`src/source/mix_pkg.sv`:
```
//======================================================================
// types and constants shared by the colour mixing stage.
// compile this package first; other files use mix_pkg::name.
//======================================================================
package mix_pkg;

    typedef logic [10:0] scr_pix_t; // scroll pixel, palette above, pen in 3:0.
    typedef logic [11:0] mix_pix_t; // layer or priority in 11:9, colour in 8:0.
    typedef logic [1:0]  lyr_id_t;  // 0 is the backdrop, 1 to 3 scroll layers.
    typedef logic [3:0]  prio_t;    // one nibble of the priority register.
    typedef logic [15:0] reg16_t;   // cpu visible register.

    // pen 0xf is see-through on every layer and on objects.
    localparam logic [3:0] BLANK_PEN = 4'hF;

    localparam prio_t      BACKDROP_PRIO  = 4'd7;    // priority of layer 0.
    localparam logic [8:0] BACKDROP_COLOR = 9'h00F;  // shown when no layer qualifies.

    // register map, byte offsets on the axi bus.
    localparam int unsigned LAYER_CTRL_OFS = 'h0;
    localparam int unsigned LAYER_PRIO_OFS = 'h4;

    // order 1,2,3 front to back with layers 1 to 3 enabled.
    localparam reg16_t LAYER_CTRL_RST = 16'h01F9;
    localparam reg16_t LAYER_PRIO_RST = 16'h0000;

    // axi response codes.
    localparam logic [1:0] AXI_OKAY   = 2'b00;
    localparam logic [1:0] AXI_SLVERR = 2'b10;

    // true when the pen marks a transparent pixel.
    function automatic logic is_blank(input logic [3:0] pen);
        return pen == BLANK_PEN;
    endfunction

endpackage
```
`src/source/layer_if.sv`:
```
//======================================================================
// pixel rate link from the scroll merger to the priority mixer.
// the merger drives the source side, the mixer reads the sink side.
//======================================================================
`timescale 1ns/1ps

interface layer_if;

    logic              pxl_cen; // pixel clock enable, passed straight on.
    mix_pkg::mix_pix_t scr_pxl; // front-most scroll pixel tagged with its layer.
    mix_pkg::mix_pix_t obj_pxl; // object pixel, delayed one enable.
    logic              obj_en;  // object valid, delayed with obj_pxl.

    modport source (
        output pxl_cen,
        output scr_pxl,
        output obj_pxl,
        output obj_en
    );

    modport sink (
        input pxl_cen,
        input scr_pxl,
        input obj_pxl,
        input obj_en
    );

endinterface

```
`src/source/video_mixer_top.sv`:
```
//======================================================================
// colour mixing stage of the tile and sprite video pipeline.
// cpu programs order and priorities over axi4-lite; pixels need 2 enables.
//======================================================================
`timescale 1ns/1ps

module video_mixer_top #(
    parameter int ADDR_W = 4 // axi address width.
) (
    input  logic              clk,
    input  logic              rst_n,
    // axi4-lite slave port.
    input  logic [ADDR_W-1:0] awaddr,
    input  logic              awvalid,
    output logic              awready,
    input  logic [31:0]       wdata,
    input  logic [3:0]        wstrb,
    input  logic              wvalid,
    output logic              wready,
    output logic [1:0]        bresp,
    output logic              bvalid,
    input  logic              bready,
    input  logic [ADDR_W-1:0] araddr,
    input  logic              arvalid,
    output logic              arready,
    output logic [31:0]       rdata,
    output logic [1:0]        rresp,
    output logic              rvalid,
    input  logic              rready,
    // pixel path.
    input  logic              pxl_cen,
    input  mix_pkg::scr_pix_t scr1_pxl,
    input  mix_pkg::scr_pix_t scr2_pxl,
    input  mix_pkg::scr_pix_t scr3_pxl,
    input  mix_pkg::mix_pix_t obj_pxl,
    input  logic              obj_en,
    output mix_pkg::mix_pix_t pxl
);

    mix_pkg::reg16_t layer_ctrl; // order and enables.
    mix_pkg::reg16_t layer_prio; // priority nibbles.

    layer_if lyr_bus (); // merger to mixer.

    mix_regs #(.ADDR_W(ADDR_W)) regs_i (
        .clk(clk), .rst_n(rst_n),
        .awaddr(awaddr), .awvalid(awvalid), .awready(awready),
        .wdata(wdata), .wstrb(wstrb), .wvalid(wvalid), .wready(wready),
        .bresp(bresp), .bvalid(bvalid), .bready(bready),
        .araddr(araddr), .arvalid(arvalid), .arready(arready),
        .rdata(rdata), .rresp(rresp), .rvalid(rvalid), .rready(rready),
        .layer_ctrl(layer_ctrl), .layer_prio(layer_prio)
    );

    scr_layer_merge merge_i (
        .clk(clk), .rst_n(rst_n), .pxl_cen(pxl_cen),
        .scr1_pxl(scr1_pxl), .scr2_pxl(scr2_pxl), .scr3_pxl(scr3_pxl),
        .obj_pxl(obj_pxl), .obj_en(obj_en),
        .layer_ctrl(layer_ctrl), .lyr(lyr_bus.source)
    );

    obj_prio_mix mix_i (
        .clk(clk), .rst_n(rst_n),
        .lyr(lyr_bus.sink), .layer_prio(layer_prio), .pxl(pxl)
    );

endmodule

```
`src/source/obj_prio_mix.sv`:
```
//======================================================================
// places the object in front of or behind the merged scroll pixel.
// uses the per-layer priority nibbles; one pixel enable of latency.
//======================================================================
`timescale 1ns/1ps

module obj_prio_mix (
    input  logic              clk,
    input  logic              rst_n,
    layer_if.sink             lyr,
    input  mix_pkg::reg16_t   layer_prio,
    output mix_pkg::mix_pix_t pxl
);

    logic [2:0]        obj_prio;  // object priority from its tag.
    logic [2:0]        scr_lyr;   // layer the scroll pixel came from.
    mix_pkg::prio_t    scr_prio;
    logic              obj_front;
    logic              scr_wins;
    mix_pkg::mix_pix_t next_pxl;

    assign obj_prio = lyr.obj_pxl[11:9];
    assign scr_lyr  = lyr.scr_pxl[11:9];

    // nibble 0 of the register is not used, the backdrop is fixed.
    always_comb begin
        case (scr_lyr)
            3'd1:    scr_prio = layer_prio[7:4];
            3'd2:    scr_prio = layer_prio[11:8];
            3'd3:    scr_prio = layer_prio[15:12];
            default: scr_prio = mix_pkg::BACKDROP_PRIO;
        endcase
    end

    // a zero nibble keeps the layer above every object.
    assign obj_front = ({1'b0, obj_prio} > scr_prio) && (scr_prio != 4'd0);

    // the winner falls back to the other pixel when its pen is blank.
    assign scr_wins = obj_front ? mix_pkg::is_blank(lyr.obj_pxl[3:0])
                                : !mix_pkg::is_blank(lyr.scr_pxl[3:0]);

    always_comb begin
        if (!lyr.obj_en || scr_wins) begin
            next_pxl = lyr.scr_pxl;
        end else begin
            next_pxl = {3'b000, lyr.obj_pxl[8:0]}; // drop the priority bits.
        end
    end

    always_ff @(posedge clk or negedge rst_n) begin
        if (!rst_n) begin
            pxl <= '0;
        end else if (lyr.pxl_cen) begin
            pxl <= next_pxl;
        end
    end

    // a visible layer with a zero nibble stays in front of every object.
    a_zero_prio: assert property (@(posedge clk) disable iff (!rst_n)
        lyr.pxl_cen && scr_prio == 4'd0 && !mix_pkg::is_blank(lyr.scr_pxl[3:0])
        |=> pxl == $past(lyr.scr_pxl))
        else $error("object drawn over a zero priority layer");

endmodule

```
`src/source/scr_layer_merge.sv`:
```
//======================================================================
// merges the three scroll layers into the front-most visible pixel.
// order and enables come from layer_ctrl; one pixel enable of latency.
//======================================================================
`timescale 1ns/1ps

module scr_layer_merge (
    input  logic              clk,
    input  logic              rst_n,
    input  logic              pxl_cen,
    input  mix_pkg::scr_pix_t scr1_pxl,
    input  mix_pkg::scr_pix_t scr2_pxl,
    input  mix_pkg::scr_pix_t scr3_pxl,
    input  mix_pkg::mix_pix_t obj_pxl,
    input  logic              obj_en,
    input  mix_pkg::reg16_t   layer_ctrl,
    layer_if.source           lyr
);

    mix_pkg::scr_pix_t pix_by_id [4]; // scroll pixels indexed by layer id.
    logic [3:0]        en_by_id;      // layer enables, id 0 never on.
    mix_pkg::lyr_id_t  front_id;
    logic [8:0]        front_col;

    assign pix_by_id[0] = '0; // backdrop has no pixel input.
    assign pix_by_id[1] = scr1_pxl;
    assign pix_by_id[2] = scr2_pxl;
    assign pix_by_id[3] = scr3_pxl;

    assign en_by_id = {layer_ctrl[8:6], 1'b0};

    // slot 0 is the front. the first enabled, non-blank slot wins.
    always_comb begin
        mix_pkg::lyr_id_t slot_id;
        logic             found;
        found     = 1'b0;
        front_id  = '0;                          // backdrop by default.
        front_col = mix_pkg::BACKDROP_COLOR;
        for (int s = 0; s < 3; s++) begin
            slot_id = mix_pkg::lyr_id_t'(layer_ctrl[2*s +: 2]);
            if (!found && en_by_id[slot_id] &&
                !mix_pkg::is_blank(pix_by_id[slot_id][3:0])) begin
                found     = 1'b1;
                front_id  = slot_id;
                front_col = pix_by_id[slot_id][8:0]; // colour field of the tag.
            end
        end
    end

    assign lyr.pxl_cen = pxl_cen; // mixer runs on the same enable.

    always_ff @(posedge clk or negedge rst_n) begin
        if (!rst_n) begin
            lyr.scr_pxl <= '0;
            lyr.obj_en  <= 1'b0;
        end else if (pxl_cen) begin
            lyr.scr_pxl <= {1'b0, front_id, front_col};
            lyr.obj_en  <= obj_en;
        end
    end

    // object rides along so it meets its scroll pixel at the mixer.
    always_ff @(posedge clk) begin
        if (pxl_cen) lyr.obj_pxl <= obj_pxl;
    end

    // mixer indexes a 4-nibble register with this tag.
    // only the backdrop tag may carry a blank pen.
    a_lyr_range: assert property (@(posedge clk) disable iff (!rst_n)
        lyr.scr_pxl[11:9] <= 3'd3 &&
        (lyr.scr_pxl[10:9] == 2'd0 || !mix_pkg::is_blank(lyr.scr_pxl[3:0])))
        else $error("scroll layer tag out of range or on a blank pen");

endmodule

```
`src/source/mix_regs.sv`:
```
//======================================================================
// axi4-lite slave with the layer control and layer priority registers.
// one transaction of each kind at a time, 16 bits stored per register.
//======================================================================
`timescale 1ns/1ps

module mix_regs #(
    parameter int ADDR_W = 4 // axi address width.
) (
    input  logic                clk,
    input  logic                rst_n,
    // write address and data.
    input  logic [ADDR_W-1:0]   awaddr,
    input  logic                awvalid,
    output logic                awready,
    input  logic [31:0]         wdata,
    input  logic [3:0]          wstrb,
    input  logic                wvalid,
    output logic                wready,
    // write response.
    output logic [1:0]          bresp,
    output logic                bvalid,
    input  logic                bready,
    // read address.
    input  logic [ADDR_W-1:0]   araddr,
    input  logic                arvalid,
    output logic                arready,
    // read data.
    output logic [31:0]         rdata,
    output logic [1:0]          rresp,
    output logic                rvalid,
    input  logic                rready,
    // register values for the pixel path.
    output mix_pkg::reg16_t     layer_ctrl,
    output mix_pkg::reg16_t     layer_prio
);

    logic            wr_go;    // address and data accepted together.
    logic            rd_go;
    logic            wr_ctrl;
    logic            wr_prio;
    logic            rd_ctrl;
    logic            rd_prio;
    mix_pkg::reg16_t wr_mask;  // byte lanes selected by wstrb.

    // both channels must be present and no response may be waiting.
    assign wr_go   = awvalid && wvalid && !bvalid;
    assign awready = wr_go;
    assign wready  = wr_go;

    assign arready = !rvalid; // next read only after rdata is taken.
    assign rd_go   = arvalid && arready;

    assign wr_ctrl = awaddr == ADDR_W'(mix_pkg::LAYER_CTRL_OFS);
    assign wr_prio = awaddr == ADDR_W'(mix_pkg::LAYER_PRIO_OFS);
    assign rd_ctrl = araddr == ADDR_W'(mix_pkg::LAYER_CTRL_OFS);
    assign rd_prio = araddr == ADDR_W'(mix_pkg::LAYER_PRIO_OFS);

    assign wr_mask = {{8{wstrb[1]}}, {8{wstrb[0]}}}; // upper strobes unused.

    always_ff @(posedge clk or negedge rst_n) begin
        if (!rst_n) begin
            layer_ctrl <= mix_pkg::LAYER_CTRL_RST;
            layer_prio <= mix_pkg::LAYER_PRIO_RST;
        end else if (wr_go) begin
            if (wr_ctrl) layer_ctrl <= (layer_ctrl & ~wr_mask) | (wdata[15:0] & wr_mask);
            if (wr_prio) layer_prio <= (layer_prio & ~wr_mask) | (wdata[15:0] & wr_mask);
        end
    end

    // write response, held until the master takes it.
    always_ff @(posedge clk or negedge rst_n) begin
        if (!rst_n) begin
            bvalid <= 1'b0;
        end else if (wr_go) begin
            bvalid <= 1'b1;
        end else if (bready) begin
            bvalid <= 1'b0;
        end
    end

    always_ff @(posedge clk) begin
        if (wr_go) begin
            bresp <= (wr_ctrl || wr_prio) ? mix_pkg::AXI_OKAY : mix_pkg::AXI_SLVERR;
        end
    end

    // read channel.
    always_ff @(posedge clk or negedge rst_n) begin
        if (!rst_n) begin
            rvalid <= 1'b0;
        end else if (rd_go) begin
            rvalid <= 1'b1;
        end else if (rready) begin
            rvalid <= 1'b0;
        end
    end

    always_ff @(posedge clk) begin
        if (rd_go) begin
            rresp <= (rd_ctrl || rd_prio) ? mix_pkg::AXI_OKAY : mix_pkg::AXI_SLVERR;
            rdata <= {16'h0000, rd_ctrl ? layer_ctrl : (rd_prio ? layer_prio : 16'h0000)};
        end
    end

    // a response must not change or vanish before the handshake.
    a_bvalid_hold: assert property (@(posedge clk) disable iff (!rst_n)
        bvalid && !bready |=> bvalid && $stable(bresp))
        else $error("bvalid dropped before bready");

    a_rvalid_hold: assert property (@(posedge clk) disable iff (!rst_n)
        rvalid && !rready |=> rvalid && $stable(rdata) && $stable(rresp))
        else $error("rvalid dropped before rready");

endmodule

```
`config.mk`:
```
export PLATFORM = sky130hd
export DESIGN_NAME = video_mixer_top
export DESIGN_NICKNAME = d
export VERILOG_FILES = /design/src/source/mix_pkg.sv /design/src/source/layer_if.sv /design/src/source/video_mixer_top.sv /design/src/source/obj_prio_mix.sv /design/src/source/scr_layer_merge.sv /design/src/source/mix_regs.sv
export SDC_FILE = /design/constraint.sdc
export NUM_CORES = 1
export LEC_CHECK = 0
export ABC_AREA = 1
export BUFFER_PORTS_ARGS = -buffer_cell sky130_fd_sc_hd__buf_2
export CAP_MARGIN = 20
export CORE_ASPECT_RATIO = 1.2
export CORE_MARGIN = 2
export CORE_UTILIZATION = 25
export DETAILED_ROUTE_END_ITERATION = 8
export SLEW_MARGIN = 40
export SYNTH_ARGS = -nofsm -noshare
export SYNTH_HDL_FRONTEND = slang
export SYNTH_HIERARCHICAL = 1
export SYNTH_SLANG_ARGS = --single-unit
```
`constraint.sdc`:
```
create_clock -name clk -period 3.8 [get_ports clk]
set_input_delay 0.38 -clock clk [delete_from_list [all_inputs] [get_ports clk]]
set_output_delay 0.38 -clock clk [all_outputs]
set_load 0.01 [all_outputs]
```
; Word-level counts from Yosys, hierarchy flattened
; Index checks and enable logic that the tools add are counted.
[totals]
ff_bits = 90
latch_bits = 0
ram_bits = 0
rom_bits = 0
input_bits = 98
output_inout_bits = 53
word_cells = 99
n_memories = 0
[classes]
addsub = 0
mul = 0
n_div = 0
n_lt_le_gt_ge = 7
eq_ne = 10
shift = 0
mux = 34
bitwise = 9
n_reduce_logical = 28
[ops]
columns = op, count
row1 = $mux 9, 9
row2 = $bmux 11 s2, 3
row3 = $and 16x16->16, 3
row4 = $mux 16, 2
row5 = $or 16x16->16, 2
row6 = $eq 4x4->1 const B, 5
row7 = $not 16->16, 1
row8 = $pmux 4 s3, 1
row9 = $mux 11, 1
row10 = $mux 1, 10
row11 = $mux 2, 5
row12 = $ge 3x3->1 const B, 3
row13 = $logic_and 1x1->1, 9
row14 = $logic_not 1->1, 9
row15 = $lt 2x3->1 const B, 3
row16 = $not 2->3, 3
row17 = $eq 4x3->1 const B, 2
row18 = $logic_not 4->1, 2
row19 = $bmux 1 s2, 3
row20 = $eq 2x2->1 const B, 2
row21 = $gt 3x4->1, 1
row22 = $reduce_and 2->1, 2
row23 = $reduce_bool 2->1, 2
row24 = $reduce_bool 4->1, 1
row25 = other kinds (2), 4

; Logic depth before layout (Yosys ltp)
; Gate-level depths: netlist (run 1).
[logic_depth]
depth_word = 16
depth_mapped = 19
ltp_nobuf = 16

; Cells and area by module
; The synthesis (run 1) kept the hierarchy.
[by_module_without_submodules]
columns = mod, instances, cells_each, area_per_inst_um2, seq_area_each_um2
row1 = mix_regs, 1, 256, 2547.4, 1400.1
row2 = scr_layer_merge, 1, 276, 1899.3, 660.6
row3 = obj_prio_mix, 1, 139, 1061.0, 300.3

; Worst setup path after synthesis (run 1)
; Ideal clock, no wire load.
[synth_timing]
path_kind = register -> register
start = reg merge_i.lyr.scr_pxl[9]
end = reg mix_i.pxl[10]
setup_time_ps = 117
arrival_time_ps = 2015
t_required_ps = 3683
setup_slack_ps = 1668
stages_incl_launch_ff = 17
n_path_buf = 2
synth_period_minus_slack_ps = 2132
path_cell_list = dfrtp_1 -> buf_6 -> inv_2 -> nand3_1 -> nor2_1 -> nor2_2 -> ha_1 -> nand2_1 -> o21ai_0 -> nand2_1 -> nor2_2 -> nand2_2 -> nand2_4 -> nand3_4 -> buf_12 -> nand3_1 -> nand2_1
[synth_between]
elab_chain_cells = 7
word_cells_on_any_way = 10
classes_between = 1 x order compare / 3 x eq/ne / 3 x mux / 3 x reduce/logical
[synth_lines]
columns = item, line
row1 = from (decl), layer_if.sv:16  ; output scr_pxl,
row2 = from (signal assigned), scr_layer_merge.sv:57  ; lyr.scr_pxl <= {1'b0, front_id, front_col};
row3 = $eq 2x2->1 or $eq 2x1->1 (tied branches), obj_prio_mix.sv:27  ; case (scr_lyr)
row4 = $pmux 4 s3 (*), obj_prio_mix.sv:27
row5 = $gt 3x4->1 or $reduce_bool 4->1 (tied branches), obj_prio_mix.sv:36  ; assign obj_front = ({1'b0, obj_prio} > scr_prio) && (scr_prio != 4'd0);
row6 = $logic_and 1x1->1 (*), obj_prio_mix.sv:36
row7 = $mux 1 (*), obj_prio_mix.sv:39  ; assign scr_wins = obj_front ? mix_pkg::is_blank(lyr.obj_pxl[3:0])
row8 = $logic_or 1x1->1 (*), obj_prio_mix.sv:43  ; if (!lyr.obj_en || scr_wins) begin
row9 = $mux 11 (*), obj_prio_mix.sv:43
row10 = to (signal assigned), obj_prio_mix.sv:54  ; pxl <= next_pxl;
row11 = to (decl), obj_prio_mix.sv:12  ; output mix_pkg::mix_pix_t pxl
; Every way passes the cells marked *; elsewhere a longest branch is shown, timed or not.
; A chain may end at the register's enable or synchronous reset.

==> results of run 1 <==
[worst max-delay path, cell delays in order (launching register included)]
cell	delay [ns]
dfrtp_1	0.65
inv_1	0.30
nand2_1	0.09
nand3_1	0.07
nand2_1	0.07
nand2_1	0.11
nor2_1	0.06
nor2_1	0.55
nand3_1	0.19
nand3_2	0.12
nand3_1	0.12
nand2_1	0.10
[layout make-up]
type                    count  area (µm²)
clock inverters             4        28.8
repair buffers            111         566
fillers                  2337       15300
inverters                  79         299
clock buffers              12         236
well taps                 274         343
flip-flops and latches     88        2360
multi-input cells         470        2470
[power by group]
group          internal (mW)  switching, mW
Clock                  0.446          0.370
Sequential              1.09          0.101
Combinational          0.169          0.322
[layout by cell type, fill, tap and decap left out, types with 6 or more instances in the layout]
cell type and n:
inv_2 7, nand4_1 36, dfstp_2 7, nand2_1 173, nand2_2 19, conb_1 19
buf_2 107, a22oi_1 6, o21ai_2 10, nor2_1 31, nor2_2 13, clkbuf_16 9
o21ai_0 30, a21oi_1 8, inv_1 71, nand3_2 13, nand3_1 78, edfxtp_1 30
dfrtp_1 51
[logic make-up (layout without fill, tap and decap cells)]
family / Yosys count / in the layout / synth area share [%]
other: 2 / 19 / 0.136
buffers and inverters: 130 / 206 / 13.5
AOI/OAI and AO/OA: 67 / 67 / 7.68
DFF: 88 / 88 / 42.9
and+or+nand+nor: 381 / 381 / 35.2
adders and majority gates: 3 / 3 / 0.682
[cells in the mapped netlist, types with 6 or more instances]
| cell | count | area share, % |
|---|---|---|
| nand3_1 | 78 | 7.1 |
| o21ai_2 | 10 | 1.6 |
| o21ai_0 | 30 | 2.7 |
| dfrtp_1 | 51 | 23 |
| buf_6 | 13 | 2.7 |
| inv_2 | 7 | 0.48 |
| buf_2 | 6 | 0.55 |
| buf_4 | 25 | 3.4 |
| dfstp_2 | 7 | 3.3 |
| edfxtp_1 | 30 | 16 |
| nand2_1 | 173 | 12 |
| nor2_1 | 31 | 2.1 |
| a22oi_1 | 6 | 0.82 |
| nand2_2 | 19 | 2.2 |
| nand3_2 | 13 | 2.4 |
| nor2_2 | 13 | 1.5 |
| a21oi_1 | 8 | 0.73 |
| nand4_1 | 36 | 4.1 |
| inv_1 | 71 | 4.8 |
[how the worst min path moves through the flow]
stage                                         endpoint  cells past startpoint
floorplan               merge_i/lyr.obj_en$_DFFE_PN0P_                      0
global placement                              register                      2
detailed placement            mix_i/pxl[6]$_DFFE_PN0P_                      1
CTS                 merge_i/lyr.scr_pxl[4]$_DFFE_PN0P_                      1
global route        merge_i/lyr.scr_pxl[8]$_DFFE_PN0P_                      1
finish              merge_i/lyr.scr_pxl[8]$_DFFE_PN0P_                      1
[metal layers]
metal / track usage [%] / up-vias
li1: - / 2353
met1: 16.0 / 2187
met2: 22.0 / 142
met3: 3.85 / 18
met4: 3.65 / 0
met5: 0 / -
==> impl_metrics.py, run 1 <==
metrics = {
    "finish": {
        "fin_nets": 860,
        "design_area_mm2": 0.00630,
        "final_cells": 1038,
        "layout-drive-gt1-share_pct": 27.6,
        "fin_util_pct": 29.1,
        "antenna_cells": 0,
        "area_growth_pct": 14.4,
    },
    "worst_setup_path": {
        "cp-start-kind": "register",
        "reg2regPathDepth": 11,
        "arrival_ns": 2.80,
        "reg2reg_to": "merge_i/lyr.scr_pxl[7]$_DFFE_PN0P_",
        "cp_max_fo": 20,
        "end_kind": "register",
        "required_ns": 4.09,
        "crit_type": "reg -> reg",
        "rrSetupSlack_ns": 1.29,
        "timing.critical_path.to": "merge_i/lyr.scr_pxl[7]$_DFFE_PN0P_",
    },
    "logic_synthesis": {
        "synth_cell_types": 39,
        "synth.avg_cell_area_um2": 8.21,
        "ys_warn_count": 6,
        "synth_top_flop_cell": "dfrtp_1",
        "syn_area_mm2": 0.00551,
        "postSynthCellCount": 671,
        "async_flop_share_pct": 65.9,
        "synth_edf_count": 30,
        "seq_area_frac_synth_pct": 42.9,
        "synth_seq_cells": 88,
    },
    "routing": {
        "num_vias": 4700,
        "routed-wl-met2_mm": 7.62,
        "wirelength_mm": 15.1,
        "drtIter0Drc": 343,
        "viasPerCell": 4.53,
        "highest_layer": "met4",
        "postRouteAntennaNets": 0,
        "drc": 0,
        "drt-met1-wl_mm": 6.29,
        "first_pass_iters": 5,
        "wl_met3_um": 923,
        "avgRoutedWirePerCell_um": 14.5,
    },
    "die": {
        "rows": 59,
        "die-area_mm2": 0.0232,
        "coreArea_mm2": 0.0216,
        "die_w_um": 139,
        "initial_core_util_pct": 25.5,
        "io_pins": 151,
        "die_h_um": 167,
    },
    "clocking": {
        "cts_tree": "built",
        "cts_made_buffers": 9,
        "h-tree-depth": 3,
        "cts_buffer_depth": 2,
        "cts_root_buf": "clkbuf_16",
        "clock_latency_ns": 0.35,
        "post_cts_buffers": 0,
        "clkSlewWorstSetupHoldPaths_ns": 0.07,
        "clock_sinks": 88,
        "ctsHoldBuffers": 0,
        "ctsResizeCount": 0,
    },
    "grt": {
        "grtUsageTotal_pct": 13.0,
        "first_global_vias": 4462,
        "grt_max_degree": 44,
        "antenna_found_initial": 0,
        "grt_overflow": 0,
        "grt_pass1_wl_mm": 23.9,
    },
    "timing": {
        "skew_ns": 0.00740,
        "max_clock_freq_mhz": 398,
        "maxSlewHeadroom_pct": 51.5,
        "setup_tns_ns": 0,
        "finalCriticalPeriod_ns": 2.51,
        "slew_viol_final": 0,
        "setup_viol": 0,
        "fin_crit_sh_pct": 66.1,
        "holdWs_ns": 0.0464,
        "worst_pin_slew_ns": 0.727,
        "timing.final.ws_setup_ns": 1.29,
        "finalHoldViolations": 0,
        "rsz0062_at_grt": "false",
    },
    "place": {
        "place_ws_ns": 1.32,
        "dp_cells": 1022,
        "gp_congestion": 0.846,
        "port-buffer-count": 108,
        "post_dp_cell_area_mm2": 0.00604,
        "dp_hpwl_mm": 11.3,
    },
    "flow_run": {
        "cap_viol_max_count": 0,
    },
    "power_and_ir_drop": {
        "power_mw": 2.50,
        "ir_drop_v": 0.000219,
        "p_leak_nw": 3.01,
        "powerDensity_mw_per_mm2": 396,
    },
    "status": {
        "status": "finished clean",
    },
    "hold_path": {
        "hp-class": "in -> async",
    },
}
Note: power is estimated with default switching activity, not from simulation.
==> run 2, diff against run 1 <==
clock period = 2 ns   (was 3.8 ns; I/O delays follow)
==> impl_metrics.py, run 2 (synthesis gave the netlist of run 1 again) <==
metrics = {
    "grt": {
        "grtUsageTotal_pct": 13.6,
        "met3_usage_pct": 3.88,
        "grt_max_degree": 40,
        "grtUsageMet1_pct": 16.4,
        "grt_overflow": 0,
        "use_met2_pct": 23.1,
        "grt-busiest-layer": "met2",
        "first_global_vias": 4864,
        "antenna_found_initial": 0,
        "grt_pass1_wl_mm": 25.2,
    },
    "timing": {
        "max_clock_freq_mhz": 465,
        "worst_pin_slew_ns": 0.539,
        "finalHoldViolations": 0,
        "skew_ns": 0.00905,
        "setup_viol": 11,
        "fin_crit_sh_pct": 108,
        "setup_tns_ns": -1.49,
        "maxSlewHeadroom_pct": 63.8,
        "slew_viol_final": 0,
        "finalCriticalPeriod_ns": 2.15,
        "rsz0062_at_grt": "true",
        "timing.final.ws_setup_ns": -0.152,
    },
    "worst_setup_path": {
        "cp_max_fo": 5,
        "crit_type": "reg -> reg",
        "required_ns": 2.24,
        "cpPeakStageDelay_ns": 0.46,
        "arrival_ns": 2.39,
        "end_kind": "register",
        "worst_path_max_delay_cell": "dfrtp_2",
        "worstPathBufferInverterCount": 2,
        "cp-start-kind": "register",
        "crit_chain": "inv_2, nand4_1, nand2_2, nor2_4, ha_4, nand2_2, o21ai_2, nand2_2, nor2_4, nand2_4, nand2_8, buf_6, nand4_1, nand3_2, nand2_2",
        "crit_family": "simple AND/OR/NAND/NOR gates",
        "crit_top_cell": "nand2_2",
    },
    "finish": {
        "antenna_cells": 0,
        "register_area_mm2": 0.00237,
        "num-fill-cells": 2297,
        "area_growth_pct": 30.2,
        "layout-drive-gt1-share_pct": 38.0,
        "fin_nets": 925,
        "layout_common_cells": "nand2_1 (159), buf_2 (108), nand3_1 (76)",
        "mostFrequentLayoutCell": "nand2_1",
        "final_cells": 1103,
        "multi_input_area_mm2": 0.00268,
    },
    "clocking": {
        "clock_latency_ns": 0.35,
        "clkSlewWorstSetupHoldPaths_ns": 0.07,
        "clock_sinks": 88,
        "cts_made_buffers": 9,
        "cts_buffer_depth": 2,
        "cts_root_buf": "clkbuf_16",
        "cts_tree": "built",
        "h-tree-depth": 3,
    },
    "power_and_ir_drop": {
        "internal_power_mw": 3.95,
        "powerDensity_mw_per_mm2": 782,
        "p_clk_share_pct": 37.7,
        "combPwrFrac_pct": 22.7,
        "ir_drop_v": 0.000514,
        "power_switching_share_pct": 29.5,
        "power_frac_seq_pct": 39.6,
        "p_leak_nw": 3.40,
        "p_switching_mw": 1.66,
    },
    "place": {
        "gp_congestion": 0.865,
        "dp_cells": 1067,
        "dp_hpwl_mm": 11.9,
        "port-buffer-count": 108,
    },
    "routing": {
        "avgRoutedWirePerCell_um": 14.2,
        "drc": 0,
        "viasPerCell": 4.45,
        "first_pass_iters": 5,
        "wirelength_mm": 15.7,
        "num_vias": 4910,
        "drtIter0Drc": 377,
        "postRouteAntennaNets": 0,
    },
    "die": {
        "rows": 59,
        "initial_core_util_pct": 25.5,
        "die_h_um": 167,
        "die_w_um": 139,
        "coreArea_mm2": 0.0216,
        "die-area_mm2": 0.0232,
        "io_pins": 151,
    },
    "hold_path": {
        "hp-class": "in -> reg",
    },
    "flow_run": {
        "cap_viol_max_count": 0,
    },
    "status": {
        "status": "finished, violations left",
        "violations": "setup timing",
    },
}
run 2: cell count changes in the layout (fill, tap and decap cells not counted), sizes merged:
| cell | delta |
|---|---|
| dlygate4sd3 | +1 |
| clkbuf | -3 |
| nand2 | +1 |
| clkinv | +2 |
| bufinv | +4 |
| buf | +62 |
| inv | -3 |
| nand3 | +1 |
run 2: path summary, 6_finish.rpt:
kind / startpoint / end / slack (ns) / depth (start not counted)
worst max-delay path: merge_i/lyr.scr_pxl[10]$_DFFE_PN0P_ / mix_i/pxl[8]$_DFFE_PN0P_ / -0.15 / 15
worst min-delay path: bready / regs_i/bvalid$_DFFE_PN0P_ / 0.02 / 2
worst max register to register: merge_i/lyr.scr_pxl[10]$_DFFE_PN0P_ / mix_i/pxl[8]$_DFFE_PN0P_ / -0.15 / 15
worst min register to register: register / register / 0.47 / 2
max in group asynchronous: rst_n / asynchronous set/reset pin / 0.97 / 3
min in group asynchronous: rst_n / merge_i/lyr.scr_pxl[8]$_DFFE_PN0P_ / 0.38 / 2
run 2: metal layers:
| layer | share of wire (%) | vias up |
|---|---|---|
| li1 | - | 2487 |
| met1 | 42 | 2259 |
| met2 | 50 | 139 |
| met3 | 5.5 | 25 |
| met4 | 2.4 | 0 |
| met5 | 0 | - |
run 2: cell type report:
type	count	area share, %
clock buffers	9	3.14
clock inverters	7	2.15
inverters	79	4.34
multi-input cells	472	37.4
flip-flops and latches	88	33.0
well taps	274	4.78
repair buffers	174	15.2
run 2: power by group through the flow:
stage	Clock [mW]	Sequential [mW]	Combinational, mW
floorplan	0	2.23	0.708
global placement	0	2.25	1.09
detailed placement	0	2.25	1.11
CTS	2.18	2.22	1.17
global route	2.24	2.24	1.41
finish	2.12	2.22	1.27
run 2: timing repair:
item / in CTS / in global routing
resized for setup: 17 / 48
buffers inserted: 6 / 11
hold endpoints to repair: 19 / 0
pin swaps: 4 / 28
cloned: 2 / 0
endpoints found under the setup margin: 15 / 22
hold buffers: 1 / 0
run 2: through the flow:
stage	utilization, %	area [µm²]	power [mW]	hold WS [ns]	setup slack (ns)
5_1_grt	33.2	7170	5.90	0.0154	-0.299
4_1_cts	32.0	6920	5.56	0.00602	-0.161
6_report	33.2	7170	5.61	0.0196	-0.152
3_3_place_gp	29.6	6400	3.35	0.229	-0.256
2_1_floorplan	-	5580	2.94	-0.0956	-0.0682
3_5_place_dp	29.6	6400	3.36	0.225	-0.296
==> run 3, diff against run 2 <==
clock period = 2.8 ns   (was 2 ns; I/O delays follow)
==> impl_metrics.py, run 3 (synthesis gave the netlist of run 1 again) <==
metrics = {
    "clocking": {
        "ctsHoldBuffers": 0,
        "h-tree-depth": 3,
        "cts_buffer_depth": 2,
        "clock_sinks": 88,
        "clock_latency_ns": 0.35,
        "cts_tree": "built",
        "clkSlewWorstSetupHoldPaths_ns": 0.06,
        "post_cts_buffers": 0,
        "cts_root_buf": "clkbuf_16",
        "cts_made_buffers": 9,
        "ctsResizeCount": 0,
    },
    "finish": {
        "layout-drive-gt1-share_pct": 28.2,
        "mostFrequentLayoutCell": "nand2_1",
        "antenna_cells": 0,
        "layout_common_cells": "nand2_1 (173), buf_2 (108), nand3_1 (78)",
        "area_growth_pct": 15.5,
        "fin_util_pct": 29.4,
        "fin_nets": 865,
    },
    "routing": {
        "first_pass_iters": 5,
        "wirelength_mm": 15.1,
        "avgRoutedWirePerCell_um": 14.5,
        "drc": 0,
        "num_vias": 4739,
        "postRouteAntennaNets": 0,
        "viasPerCell": 4.54,
        "drtIter0Drc": 269,
    },
    "flow_run": {
        "cap_viol_max_count": 0,
    },
    "power_and_ir_drop": {
        "power_switching_share_pct": 30.9,
        "combPwrFrac_pct": 19.9,
        "p_clk_share_pct": 34.2,
        "powerDensity_mw_per_mm2": 547,
        "internal_power_mw": 2.41,
        "ir_drop_v": 0.000330,
        "power_frac_seq_pct": 45.9,
        "p_switching_mw": 1.07,
        "p_leak_nw": 3.05,
    },
    "worst_setup_path": {
        "required_ns": 3.08,
        "end_kind": "register",
        "arrival_ns": 2.70,
        "rrSetupSlack_ns": 0.38,
        "reg2reg_to": "mix_i/pxl[0]$_DFFE_PN0P_",
        "crit_type": "reg -> reg",
        "reg2regPathDepth": 15,
        "cp-start-kind": "register",
        "regToRegStartpoint": "merge_i/lyr.scr_pxl[10]$_DFFE_PN0P_",
        "cp_max_fo": 12,
    },
    "timing": {
        "setup_tns_ns": 0,
        "skew_ns": 0.00834,
        "maxSlewHeadroom_pct": 51.8,
        "finalHoldViolations": 13,
        "max_clock_freq_mhz": 413,
        "finalCriticalPeriod_ns": 2.42,
        "slew_viol_final": 0,
        "holdWs_ns": -0.00971,
        "worst_pin_slew_ns": 0.724,
        "setup_viol": 0,
        "rsz0062_at_grt": "false",
        "fin_crit_sh_pct": 86.5,
    },
    "grt": {
        "first_global_vias": 4621,
        "grt_overflow": 0,
        "grtUsageTotal_pct": 13.0,
        "grt_max_degree": 28,
        "antenna_found_initial": 0,
        "grt_pass1_wl_mm": 23.9,
    },
    "status": {
        "violations": "hold timing",
        "status": "finished, violations left",
    },
    "die": {
        "die-area_mm2": 0.0232,
        "io_pins": 151,
        "rows": 59,
        "die_h_um": 167,
        "initial_core_util_pct": 25.5,
        "coreArea_mm2": 0.0216,
        "die_w_um": 139,
    },
    "hold_path": {
        "hp-class": "in -> async",
    },
    "place": {
        "port-buffer-count": 108,
        "dp_hpwl_mm": 11.5,
        "gp_congestion": 0.861,
    },
}
==> run 3: how the worst max path moves through the flow <==
stage	from	end	slack, ns	cells past startpoint
3_3_place_gp	merge_i/lyr.scr_pxl[10]$_DFFE_PN0P_	mix_i/pxl[0]$_DFFE_PN0P_	0.39	15
4_1_cts	merge_i/lyr.scr_pxl[10]$_DFFE_PN0P_	mix_i/pxl[0]$_DFFE_PN0P_	0.35	15
2_1_floorplan	merge_i/lyr.scr_pxl[9]$_DFFE_PN0P_	mix_i/pxl[10]$_DFFE_PN0P_	0.67	16
6_report	merge_i/lyr.scr_pxl[10]$_DFFE_PN0P_	mix_i/pxl[0]$_DFFE_PN0P_	0.38	15
3_5_place_dp	merge_i/lyr.scr_pxl[10]$_DFFE_PN0P_	mix_i/pxl[0]$_DFFE_PN0P_	0.37	15
5_1_grt	merge_i/lyr.scr_pxl[10]$_DFFE_PN0P_	mix_i/pxl[0]$_DFFE_PN0P_	0.09	15
==> run 3: area by class of cell <==
type                       count  area, µm²
clock buffer                  11        233
timing repair buffer         116        601
tap                          274        343
sequential                    88       2360
fill                        2355      15300
multi-input combinational    470       2470
clock inverter                 5       56.3
inverter                      79        299
==> run 3: stage by stage <==
step           power (mW)  setup slack, ns  cells  cell area, µm²
2_1_floorplan        2.09            0.668    688            5570
3_3_place_gp         2.31            0.389   1027            6070
3_5_place_dp         2.32            0.368   1027            6070
4_1_cts              3.53            0.353   1043            6360
5_1_grt              3.67           0.0896   1043            6360
6_report             3.48            0.379   1043            6360
==> run 3: power groups by stage <==
stage	registers (mW)	clock network [mW]	logic, mW
detailed placement	1.62	0	0.700
global placement	1.62	0	0.685
finish	1.60	1.19	0.694
CTS	1.60	1.23	0.702
global route	1.62	1.27	0.784
floorplan	1.59	0	0.503
==> run 3: per-layer routing <==
| layer | global-route usage (%) | vias up | part of all wire [%] |
|---|---|---|---|
| li1 | - | 2362 | - |
| met1 | 15.4 | 2217 | 41 |
| met2 | 22.3 | 137 | 50 |
| met3 | 3.85 | 23 | 6.6 |
| met4 | 4.39 | 0 | 2.3 |
| met5 | 0 | - | 0 |
==> run 3: critical path, cell delays in order (launching register included) <==
cell	delay, ns
dfrtp_1	0.50
inv_1	0.16
nand4_1	0.10
nand2_1	0.10
nor2_2	0.05
ha_1	0.30
nand2_1	0.05
o21ai_0	0.13
nand2_1	0.08
nor2_2	0.19
nand2_2	0.09
nand2_4	0.13
nand3_4	0.19
nand2_1	0.12
nand3_1	0.07
nand2_1	0.08
